[src/rtl/rv_isa_pkg.sv]
package rv_isa_pkg;

    // machine word, instruction word and csr address
    typedef logic [63:0] xlen_t;
    typedef logic [31:0] instr_t;
    typedef logic [11:0] csr_addr_t;

    // major opcode of the SYSTEM group
    localparam logic [6:0] OPC_SYSTEM = 7'b1110011;

    // funct3 of the zicsr instructions
    localparam logic [2:0] F3_CSRRW  = 3'b001;
    localparam logic [2:0] F3_CSRRS  = 3'b010;
    localparam logic [2:0] F3_CSRRC  = 3'b011;
    localparam logic [2:0] F3_CSRRWI = 3'b101;
    localparam logic [2:0] F3_CSRRSI = 3'b110;
    localparam logic [2:0] F3_CSRRCI = 3'b111;

    // ecall and mret share funct3 and differ in the upper 12 bits
    localparam logic [2:0]  F3_PRIV       = 3'b000;
    localparam logic [11:0] FUNCT12_ECALL = 12'h000;
    localparam logic [11:0] FUNCT12_MRET  = 12'h302;

    // machine csr addresses
    localparam csr_addr_t CSR_MSTATUS = 12'h300;
    localparam csr_addr_t CSR_MIE     = 12'h304;
    localparam csr_addr_t CSR_MTVEC   = 12'h305;
    localparam csr_addr_t CSR_MEPC    = 12'h341;
    localparam csr_addr_t CSR_MCAUSE  = 12'h342;
    localparam csr_addr_t CSR_MIP     = 12'h344;

    // kind of read-modify-write
    typedef enum logic [1:0] {
        CSR_NONE  = 2'd0,
        CSR_WRITE = 2'd1,
        CSR_SET   = 2'd2,
        CSR_CLEAR = 2'd3
    } csr_op_e;

endpackage

[src/rtl/trap_pkg.sv]
package trap_pkg;

    // mcause values
    localparam logic [63:0] CAUSE_ECALL_M     = 64'd11;
    localparam logic [63:0] CAUSE_M_TIMER_INT = 64'h8000_0000_0000_0007;

    // bit positions inside mstatus, mie and mip
    localparam int MSTATUS_MIE_BIT  = 3;
    localparam int MSTATUS_MPIE_BIT = 7;
    localparam int MIE_MTIE_BIT     = 7;
    localparam int MIP_MTIP_BIT     = 7;

    // uxl, sxl and mpp fixed for an m-only 64-bit hart
    localparam logic [63:0] MSTATUS_RESET = 64'h0000_000a_0000_1800;

    // trap vector and return pc are word aligned
    localparam logic [63:0] PC_ALIGN_MASK = ~64'd3;

endpackage

[src/rtl/csr_decode.sv]
`timescale 1ns/1ps

module csr_decode (
    input  rv_isa_pkg::instr_t    instr_i,
    output rv_isa_pkg::csr_op_e   csr_op_o,
    output rv_isa_pkg::csr_addr_t csr_addr_o,
    output logic                  use_imm_o,
    output rv_isa_pkg::xlen_t     imm_o,
    output logic                  csr_wen_o,
    output logic                  is_ecall_o,
    output logic                  is_mret_o
);

    logic       is_system;
    logic [2:0] funct3;
    logic [4:0] rs1_field;
    logic       set_or_clear;

    assign is_system = (instr_i[6:0] == rv_isa_pkg::OPC_SYSTEM);
    assign funct3    = instr_i[14:12];
    assign rs1_field = instr_i[19:15];

    assign csr_addr_o = instr_i[31:20];
    // uimm for the i-forms, zero extended
    assign imm_o      = {59'd0, rs1_field};

    always_comb begin
        csr_op_o   = rv_isa_pkg::CSR_NONE;
        use_imm_o  = 1'b0;
        is_ecall_o = 1'b0;
        is_mret_o  = 1'b0;
        if (is_system) begin
            case (funct3)
                rv_isa_pkg::F3_CSRRW:  csr_op_o = rv_isa_pkg::CSR_WRITE;
                rv_isa_pkg::F3_CSRRS:  csr_op_o = rv_isa_pkg::CSR_SET;
                rv_isa_pkg::F3_CSRRC:  csr_op_o = rv_isa_pkg::CSR_CLEAR;
                rv_isa_pkg::F3_CSRRWI: begin
                    csr_op_o  = rv_isa_pkg::CSR_WRITE;
                    use_imm_o = 1'b1;
                end
                rv_isa_pkg::F3_CSRRSI: begin
                    csr_op_o  = rv_isa_pkg::CSR_SET;
                    use_imm_o = 1'b1;
                end
                rv_isa_pkg::F3_CSRRCI: begin
                    csr_op_o  = rv_isa_pkg::CSR_CLEAR;
                    use_imm_o = 1'b1;
                end
                rv_isa_pkg::F3_PRIV: begin
                    is_ecall_o = (instr_i[31:20] == rv_isa_pkg::FUNCT12_ECALL);
                    is_mret_o  = (instr_i[31:20] == rv_isa_pkg::FUNCT12_MRET);
                end
                default: ;
            endcase
        end
    end

    // set/clear with x0 or uimm 0 only reads
    assign set_or_clear = (csr_op_o == rv_isa_pkg::CSR_SET) ||
                          (csr_op_o == rv_isa_pkg::CSR_CLEAR);
    assign csr_wen_o    = (csr_op_o == rv_isa_pkg::CSR_WRITE) ||
                          (set_or_clear && (rs1_field != 5'd0));

endmodule

[src/rtl/csr_file.sv]
`timescale 1ns/1ps

module csr_file (
    input  logic                  clk,
    input  logic                  rst_n,
    input  logic                  instr_valid_i,
    input  rv_isa_pkg::xlen_t     pc_i,
    input  rv_isa_pkg::csr_op_e   csr_op_i,
    input  rv_isa_pkg::csr_addr_t csr_addr_i,
    input  logic                  csr_wen_i,
    input  logic                  use_imm_i,
    input  rv_isa_pkg::xlen_t     imm_i,
    input  rv_isa_pkg::xlen_t     rs1_data_i,
    input  logic                  is_ecall_i,
    input  logic                  is_mret_i,
    input  logic                  timer_pending_i,
    output rv_isa_pkg::xlen_t     csr_rdata_o,
    output logic                  redirect_o,
    output rv_isa_pkg::xlen_t     redirect_pc_o
);

    // only mie/mpie of mstatus and mtie of mie are stored
    logic              mstatus_mie_q;
    logic              mstatus_mpie_q;
    logic              mie_mtie_q;
    rv_isa_pkg::xlen_t mtvec_q;
    rv_isa_pkg::xlen_t mepc_q;
    rv_isa_pkg::xlen_t mcause_q;

    rv_isa_pkg::xlen_t mstatus_rd;
    rv_isa_pkg::xlen_t mie_rd;
    rv_isa_pkg::xlen_t mip_rd;
    rv_isa_pkg::xlen_t csr_old;
    rv_isa_pkg::xlen_t operand;
    rv_isa_pkg::xlen_t csr_wval;
    rv_isa_pkg::xlen_t trap_cause;

    logic take_intr;
    logic take_ecall;
    logic take_trap;
    logic take_mret;
    logic csr_exec;
    logic csr_we;

    // interrupt wins over whatever instruction is presented
    assign take_intr  = instr_valid_i && timer_pending_i && mie_mtie_q && mstatus_mie_q;
    assign take_ecall = instr_valid_i && is_ecall_i && !take_intr;
    assign take_mret  = instr_valid_i && is_mret_i && !take_intr;
    assign take_trap  = take_intr || take_ecall;
    assign trap_cause = take_intr ? trap_pkg::CAUSE_M_TIMER_INT : trap_pkg::CAUSE_ECALL_M;

    assign csr_exec = instr_valid_i && !take_intr && (csr_op_i != rv_isa_pkg::CSR_NONE);
    assign csr_we   = instr_valid_i && !take_intr && csr_wen_i;

    // read views with the fixed fields filled in
    always_comb begin
        mstatus_rd = trap_pkg::MSTATUS_RESET;
        mstatus_rd[trap_pkg::MSTATUS_MIE_BIT]  = mstatus_mie_q;
        mstatus_rd[trap_pkg::MSTATUS_MPIE_BIT] = mstatus_mpie_q;
        mie_rd = '0;
        mie_rd[trap_pkg::MIE_MTIE_BIT] = mie_mtie_q;
        mip_rd = '0;
        mip_rd[trap_pkg::MIP_MTIP_BIT] = timer_pending_i;
    end

    always_comb begin
        case (csr_addr_i)
            rv_isa_pkg::CSR_MSTATUS: csr_old = mstatus_rd;
            rv_isa_pkg::CSR_MIE:     csr_old = mie_rd;
            rv_isa_pkg::CSR_MTVEC:   csr_old = mtvec_q;
            rv_isa_pkg::CSR_MEPC:    csr_old = mepc_q;
            rv_isa_pkg::CSR_MCAUSE:  csr_old = mcause_q;
            rv_isa_pkg::CSR_MIP:     csr_old = mip_rd;
            default:                 csr_old = '0;
        endcase
    end

    assign csr_rdata_o = csr_exec ? csr_old : '0;

    assign operand = use_imm_i ? imm_i : rs1_data_i;

    always_comb begin
        case (csr_op_i)
            rv_isa_pkg::CSR_WRITE: csr_wval = operand;
            rv_isa_pkg::CSR_SET:   csr_wval = csr_old | operand;
            rv_isa_pkg::CSR_CLEAR: csr_wval = csr_old & ~operand;
            default:               csr_wval = csr_old;
        endcase
    end

    always_ff @(posedge clk or negedge rst_n) begin
        if (!rst_n) begin
            mstatus_mie_q  <= 1'b0;
            mstatus_mpie_q <= 1'b0;
        end else if (take_trap) begin
            mstatus_mpie_q <= mstatus_mie_q;
            mstatus_mie_q  <= 1'b0;
        end else if (take_mret) begin
            mstatus_mie_q  <= mstatus_mpie_q;
            mstatus_mpie_q <= 1'b1;
        end else if (csr_we && csr_addr_i == rv_isa_pkg::CSR_MSTATUS) begin
            mstatus_mie_q  <= csr_wval[trap_pkg::MSTATUS_MIE_BIT];
            mstatus_mpie_q <= csr_wval[trap_pkg::MSTATUS_MPIE_BIT];
        end
    end

    always_ff @(posedge clk or negedge rst_n) begin
        if (!rst_n) begin
            mie_mtie_q <= 1'b0;
            mtvec_q    <= '0;
        end else if (csr_we) begin
            if (csr_addr_i == rv_isa_pkg::CSR_MIE) begin
                mie_mtie_q <= csr_wval[trap_pkg::MIE_MTIE_BIT];
            end
            if (csr_addr_i == rv_isa_pkg::CSR_MTVEC) begin
                mtvec_q <= csr_wval & trap_pkg::PC_ALIGN_MASK;
            end
        end
    end

    // trap entry overrides a software write
    always_ff @(posedge clk or negedge rst_n) begin
        if (!rst_n) begin
            mepc_q   <= '0;
            mcause_q <= '0;
        end else if (take_trap) begin
            mepc_q   <= pc_i & trap_pkg::PC_ALIGN_MASK;
            mcause_q <= trap_cause;
        end else if (csr_we) begin
            if (csr_addr_i == rv_isa_pkg::CSR_MEPC) begin
                mepc_q <= csr_wval & trap_pkg::PC_ALIGN_MASK;
            end
            if (csr_addr_i == rv_isa_pkg::CSR_MCAUSE) begin
                mcause_q <= csr_wval;
            end
        end
    end

    assign redirect_o    = take_trap || take_mret;
    assign redirect_pc_o = take_trap ? mtvec_q : (take_mret ? mepc_q : '0);

endmodule

[src/rtl/csr_trap_top.sv]
`timescale 1ns/1ps

module csr_trap_top (
    input  logic              clk,
    input  logic              rst_n,
    input  logic              instr_valid_i,
    input  rv_isa_pkg::instr_t instr_i,
    input  rv_isa_pkg::xlen_t pc_i,
    input  rv_isa_pkg::xlen_t csr_rs1_data_i,
    input  logic              tcmp_we_i,
    input  rv_isa_pkg::xlen_t tcmp_wdata_i,
    output rv_isa_pkg::xlen_t csr_rdata_o,
    output logic              redirect_o,
    output rv_isa_pkg::xlen_t redirect_pc_o
);

    rv_isa_pkg::csr_op_e   csr_op;
    rv_isa_pkg::csr_addr_t csr_addr;
    rv_isa_pkg::xlen_t     csr_imm;
    logic                  use_imm;
    logic                  csr_wen;
    logic                  is_ecall;
    logic                  is_mret;
    logic                  timer_pending;

    csr_decode u_decode (
        .instr_i    (instr_i),
        .csr_op_o   (csr_op),
        .csr_addr_o (csr_addr),
        .use_imm_o  (use_imm),
        .imm_o      (csr_imm),
        .csr_wen_o  (csr_wen),
        .is_ecall_o (is_ecall),
        .is_mret_o  (is_mret)
    );

    csr_file u_csr_file (
        .clk             (clk),
        .rst_n           (rst_n),
        .instr_valid_i   (instr_valid_i),
        .pc_i            (pc_i),
        .csr_op_i        (csr_op),
        .csr_addr_i      (csr_addr),
        .csr_wen_i       (csr_wen),
        .use_imm_i       (use_imm),
        .imm_i           (csr_imm),
        .rs1_data_i      (csr_rs1_data_i),
        .is_ecall_i      (is_ecall),
        .is_mret_i       (is_mret),
        .timer_pending_i (timer_pending),
        .csr_rdata_o     (csr_rdata_o),
        .redirect_o      (redirect_o),
        .redirect_pc_o   (redirect_pc_o)
    );

    machine_timer u_timer (
        .clk             (clk),
        .rst_n           (rst_n),
        .tcmp_we_i       (tcmp_we_i),
        .tcmp_wdata_i    (tcmp_wdata_i),
        .timer_pending_o (timer_pending)
    );

endmodule

[src/rtl/machine_timer.sv]
`timescale 1ns/1ps

module machine_timer (
    input  logic              clk,
    input  logic              rst_n,
    input  logic              tcmp_we_i,
    input  rv_isa_pkg::xlen_t tcmp_wdata_i,
    output logic              timer_pending_o
);

    rv_isa_pkg::xlen_t mtime_q;
    rv_isa_pkg::xlen_t mtimecmp_q;

    // free running, wraps at 2^64
    always_ff @(posedge clk or negedge rst_n) begin
        if (!rst_n) begin
            mtime_q <= '0;
        end else begin
            mtime_q <= mtime_q + 64'd1;
        end
    end

    // all ones keeps the interrupt quiet until software arms it
    always_ff @(posedge clk or negedge rst_n) begin
        if (!rst_n) begin
            mtimecmp_q <= '1;
        end else if (tcmp_we_i) begin
            mtimecmp_q <= tcmp_wdata_i;
        end
    end

    // level, registered so a new compare value shows one cycle later
    always_ff @(posedge clk or negedge rst_n) begin
        if (!rst_n) begin
            timer_pending_o <= 1'b0;
        end else begin
            timer_pending_o <= (mtime_q >= mtimecmp_q);
        end
    end

endmodule

[config.mk]
export PLATFORM = sky130hd
export DESIGN_NAME = csr_trap_top
export DESIGN_NICKNAME = d
export VERILOG_FILES = /design/src/rtl/rv_isa_pkg.sv /design/src/rtl/trap_pkg.sv /design/src/rtl/csr_decode.sv /design/src/rtl/csr_file.sv /design/src/rtl/csr_trap_top.sv /design/src/rtl/machine_timer.sv
export SDC_FILE = /design/constraint.sdc
export NUM_CORES = 1
export LEC_CHECK = 0
export ABC_AREA = 1
export BUFFER_PORTS_ARGS = -buffer_cell sky130_fd_sc_hd__buf_2
export CORE_MARGIN = 2
export CORE_UTILIZATION = 30
export CTS_CLUSTER_SIZE = 20
export DETAILED_ROUTE_END_ITERATION = 10
export GPL_TIMING_DRIVEN = 0
export SLEW_MARGIN = 20
export SYNTH_ARGS = -nofsm -noshare
export SYNTH_HDL_FRONTEND = slang
export SYNTH_SLANG_ARGS = --single-unit
export TNS_END_PERCENT = 10
[constraint.sdc]
create_clock -name clk -period 2 [get_ports clk]
set_input_delay 0.4 -clock clk [delete_from_list [all_inputs] [get_ports clk]]
set_output_delay 0.4 -clock clk [all_outputs]
set_load 0.005 [all_outputs]
* Word level (Yosys, flattened, before mapping)
Cells that the tools add are included.
** Operators by class
- Mux-type cells :: 27
- Add/subtract/negate cells :: 1
- Reductions and logical operators :: 33
- Bitwise logic cells :: 3
- Equality and inequality tests :: 17
- Order comparisons :: 1
** Operators by type and width (count)
- $mux 64 :: 11
- $pmux 64 s6 :: 1
- $pmux 64 s3 :: 1
- $eq 12x10->1 const B :: 7
- $add 64x1->64 const B :: 1
- $and 64x64->64 :: 1
- $ge 64x64->1 :: 1
- $not 64->64 :: 1
- $or 64x64->64 :: 1
- $logic_and 1x1->1 :: 12
- $logic_not 12->1 :: 1
- $mux 1 :: 12
- $eq 3x3->1 const B :: 3
- $reduce_and 2->1 :: 4
- $reduce_bool 2->1 :: 4
- $eq 7x7->1 const B :: 1
- $eq 3x2->1 const B :: 2
- $pmux 2 s3 :: 1
- $reduce_or 2->1 :: 3
- $reduce_bool 5->1 :: 1
- $eq 2x2->1 const B :: 2
- $logic_or 1x1->1 :: 4
- $eq 3x1->1 const B :: 1
- $logic_not 3->1 :: 1
- 5 further kinds :: 5
** Word-level totals
- Output and inout port bits :: 129
- Logic and storage cells :: 91
- Bits in registers :: 322

* Longest topological paths before layout
- Word-level depth :: 13
- Mapped depth :: 14

* Cells and area by module
Synthesis repeated with hierarchy kept, for this count alone.
** Second synthesis, totals
- Cell total of the unflattened synthesis :: 2983
- Area, all modules :: 20707.4 µm²
** Modules (own cells, without submodules)
- csr_file :: area each 12393.1 µm², cells each 1931, sequential area each 4779.6 µm², times used 1
- machine_timer :: area each 7588.5 µm², cells each 940, sequential area each 3308.2 µm², times used 1
- csr_decode :: area each 725.7 µm², cells each 112, sequential area each 0.0 µm², times used 1

* Least setup slack after synthesis
OpenSTA, ideal clock, no wires.
- Kind :: input to output
- Start :: in instr_i[31]
- End :: out csr_rdata_o[31]
- Buffers on the path :: 2
- Slack :: 0.017 ns
- Required time :: 1.600 ns
- Cell stages on the path :: 9
- Data arrival time :: 1.583 ns
- Cell sequence :: nor2_2 > nand3_2 > nor2_4 > nand2_4 > buf_2 > buf_1 > o211ai_1 > nand2_1 > inv_1
** Between the ends
- Word-level cells in the longest chain between the ends :: 3
** Ends and longest elaborated chain
- from (decl) :: RTL line csr_trap_top.sv:7 : input rv_isa_pkg::instr_t instr_i,
- $eq 12x10->1 :: RTL line csr_file.sv:67 : case (csr_addr_i)
- $pmux 64 s6 * :: RTL line csr_file.sv:67
- $mux 64 * :: RTL line csr_file.sv:78 : assign csr_rdata_o = csr_exec ? csr_old : '0;
- to (decl) :: RTL line csr_trap_top.sv:12 : output rv_isa_pkg::xlen_t csr_rdata_o,
Every way passes the cells marked *; elsewhere a longest branch is shown, timed or not.

* Final worst setup path
- Start :: reg u_timer.timer_pending_o
- End :: out csr_rdata_o[11]
** Between the ends
- Word-level cells in the longest chain between the ends :: 7
** Ends and longest elaborated chain
- from (decl) :: RTL line machine_timer.sv:8 : output logic timer_pending_o
- from (signal assigned) :: RTL line machine_timer.sv:37 : timer_pending_o <= (mtime_q >= mtimecmp_q);
- $logic_and 1x1->1 (3 in a row) :: RTL line csr_file.sv:46 : assign take_intr = instr_valid_i && timer_pending_i && mie_mtie_q && mstatus_mie_q;
- $logic_not 1->1 :: RTL line csr_file.sv:52 : assign csr_exec = instr_valid_i && !take_intr && (csr_op_i != rv_isa_pkg::CSR_NONE);
- $logic_and 1x1->1 (2 in a row) :: RTL line csr_file.sv:52
- $mux 64 :: RTL line csr_file.sv:78
No other way between the ends.

==> metrics <==
Layout fillers=roughly 7.2k; Fin Clk Skew=between 0.03 and 0.04 ns; hold path cells=3; 1st-pass router iterations=9; Final Setup Violations=298; Root Driver=clkbuf_16; grt total ovfl=0; Final HPWL DP=66500 um; Die W=between 200 and 300 um; Total GRT Usage=approximately a quarter; sw frac=around a quarter; Layout Cells excl Fill=roughly 4.4k; Worst Tran Pin Value=~0.94 ns; Vias/cell=roughly 5.0; dominant cell type by area after synthesis=dfrtp_1; flop and latch count out of synthesis=between 300 and 400; Reg-to-Reg End=u_csr_file.mcause_q[2]; clock slew at reported path FFs=0.06 ns; Row Count=96; worst slack at placement=-1.29 ns; Placed Cells=about 4.3k; HP Class=input port to flip-flop; Final Critical Period=about 2.7 ns; crit-path cells=nand4_1, nand2_2, nor2_8, buf_8, clkinvlp_4, buf_12, a41oi_4, buf_2; area of the core=around 69000 um^2; Max Freq=~0.37 GHz; WL final=88700 um; clk_lat worst skew=a little under 0.6 ns; global-route wire length before repair=130000 um; Endpoint, Worst Hold=u_timer.mtimecmp_q[62]; status=finished, violations left; WL/cell=between 20 and 25 um; largest net degree at the start of global routing=between 90 and 100; Levels on crit path=8; CP peak stage delay=about 0.4 ns; Slew headroom=around 37%; Mapped Avg Cell Area=roughly 7 um^2; Worst R2R Path Depth=18; Arr. time, crit path=~2.3 ns; drt drc=0; min setup slack post-route=-0.694 ns; starting density of the core=a little under a third; final instance area=27000 um^2; Post-synth top cells=nand2_1 (1151), inv_1 (382), dfrtp_1 (256); Die H=267 um; dpl cell area=23800 um^2; Most used DFF post-synth=dfrtp_1; critical path class=flip-flop to primary output; Slowest cell on crit path=dfrtp_1; ranking of synthesized cells by area=dfrtp_1 (31%), nand2_1 (21%), dfstp_2 (8.1%), inv_1 (6.9%), nand3_1 (4.8%); RSZ-0062 raised after global routing=yes; via count=22.2k; initial antenna violation count=15; Crit. End Element=primary output; vias in the first global route=about 21k; max-cap violations=0; pins over their slew limit=0; nets=~3.8k; DR iter-0 viols=2274; crit start category=flip-flop; Critical Path RT=1.60 ns; most numerous cell in the Yosys netlist=nand2_1; total CTS buffers=just over 40; Seq/Total Area, Yosys=38.9%; worst-path fanout max=8; Fin. Hold Viols=0; Comb power frac=~6.6%; CTS tree=built; H-tree depth=2; io pins=roughly 360; post-synth top area share=a little under a third; RR Startpoint=u_timer.timer_pending_o; R2R Setup Slk=-0.65 ns; Switching Power=3.94 mW; number of synthesized flops with an enable pin=0; mapped cell area=20800 um^2; Ys Warns=0; min-delay src=tcmp_wdata_i[62]; sequential share of power=43.2%; input/output buffers=346; Buf/Inv on CP=4; P_int=approximately 12 mW; failing checks=negative setup slack; Largest delay share family, worst path=buffers and inverters; share of cells above drive strength 1=between 20% and 30%; Synth-to-Final Area Change=30.1%; Final Total Pwr=15.5 mW; period utilisation layout=135%; CTS max path bufs=3; Leak=approximately 14 nW; Clk pwr share=50.2%; GP Congestion=approximately 0.95; antenna-violating nets left=0; power per cell area=between 500 and 600 nW/um^2; Cells after Synth=~3k; Synth cell types=47; Die Area=~70000 um^2; worst vdd ir=0.000507 V; asr flop ratio synth=100%; # clock sinks=between 300 and 400; Hold WS=around 0.028 ns
==> worst min-delay path, cell delays in order <==
cell	delay [ns]
buf_2	0.07
nand2_1	0.03
o21ai_0	0.06
==> placed cells by master, fill, tap and decap left out, types with 11 or more instances in the layout <==
master,Yosys,layout
buf_6,8,25
ha_1,65,64
dfrtp_1,256,252
nand4_1,40,40
nor2_2,9,11
o21ai_0,149,127
buf_12,0,12
buf_4,17,71
inv_1,382,369
nand3_1,199,198
nor2_4,12,23
buf_2,72,369
clkbuf_16,0,46
clkbuf_1,32,26
a21oi_1,61,59
o22ai_4,0,11
xor2_1,41,41
o211ai_1,56,56
a21oi_2,11,13
nand2_1,1151,1129
o21ai_1,59,59
o21ai_4,0,18
xnor2_1,19,19
nor2_1,161,148
clkbuf_8,0,11
nor3_1,34,28
mux2i_1,12,12
nand2_2,11,23
buf_8,0,12
dfstp_2,64,64
inv_2,9,18
clkbuf_4,0,12
a22o_1,13,12
==> what timing repair did <==
item / 4_1_cts / 5_1_grt
gates resized for setup: 220 / 146
hold buffers: 2 / 1
hold endpoints to repair: 34 / 96
gates cloned: 1 / 3
pin swaps: 33 / 21
setup buffers: 32 / 15
endpoints found under the setup margin: 190 / 424
==> logic make-up (layout without fill, tap and decap cells) <==
kind of cell | Yosys count | in the layout | share of synthesized area, %
compound gates | 378 | 378 | 10.4
flops | 320 | 320 | 38.9
xor+xnor | 60 | 60 | 2.53
fa+ha+maj | 65 | 65 | 3.92
mux | 13 | 13 | 0.632
other cells | 1 | 5 | 0.0181
simple gates | 1643 | 1643 | 32.9
buf+inv | 529 | 1009 | 10.6
==> sequential cells by signal (all words and copies together), names as in the netlist <==
| name | flops |
|---|---|
| u_csr_file.mie_mtie_q | 1 |
| u_csr_file.mtvec_q | 62 |
| u_csr_file.mepc_q | 62 |
| u_csr_file.mcause_q | 64 |
| u_timer.mtimecmp_q | 64 |
| u_csr_file.mstatus_mie_q | 1 |
| u_timer.mtime_q | 64 |
| u_timer.timer_pending_o | 1 |
| u_csr_file.mstatus_mpie_q | 1 |
==> metrics by stage <==
stage	util [%]	setup TNS, ns
finish	39.4	-94.11
floorplan	-	0
CTS	38.4	-85.08
detailed placement	34.7	-245.65
global route	39.4	-135.25
global placement	34.5	-2018.42
==> power by group through the flow <==
stage	Combinational (mW)	Clock (mW)	Sequential [mW]
2_1_floorplan	0.391	0	6.81
3_3_place_gp	0.962	0	6.81
3_5_place_dp	1.00	0	6.82
4_1_cts	1.03	7.89	6.70
5_1_grt	1.17	8.13	6.71
6_report	1.03	7.79	6.70
==> how the worst max path moves through the flow <==
stage,start,end,slack [ns]
5_1_grt,u_timer.timer_pending_o,csr_rdata_o[11],-0.74
6_report,u_timer.timer_pending_o,csr_rdata_o[11],-0.69
2_1_floorplan,instr_i[31],csr_rdata_o[31],0.02
3_5_place_dp,instr_i[23],redirect_pc_o[11],-1.29
3_3_place_gp,rst_n,u_timer.mtime_q[8],-6.15
4_1_cts,u_csr_file.mstatus_mie_q,redirect_pc_o[7],-0.68
==> routing by layer <==
layer,track usage [%],wire length [um],up-vias
met5,0,77,-
met4,12.2,5150,12
met3,4.76,7710,258
met2,40.5,41300,1070
met1,29.6,34500,10404
li1,-,-,10419
==> area by class of cell <==
| class | instances | area, um^2 | area share, % |
|---|---|---|---|
| flip-flops and latches | 320 | 8090 | 29.9 |
| diodes | 3 | 7.51 | 0.0278 |
| clock buffers | 57 | 1220 | 4.50 |
| inverters | 394 | 1500 | 5.56 |
| clock inverters | 19 | 196 | 0.727 |
| multi-input cells | 2161 | 11300 | 41.9 |
| well taps | 931 | 1160 | 4.31 |
| repair buffers | 404 | 2410 | 8.93 |
| plain buffers | 135 | 1120 | 4.13 |
Note: power is estimated with default switching activity, not from simulation.
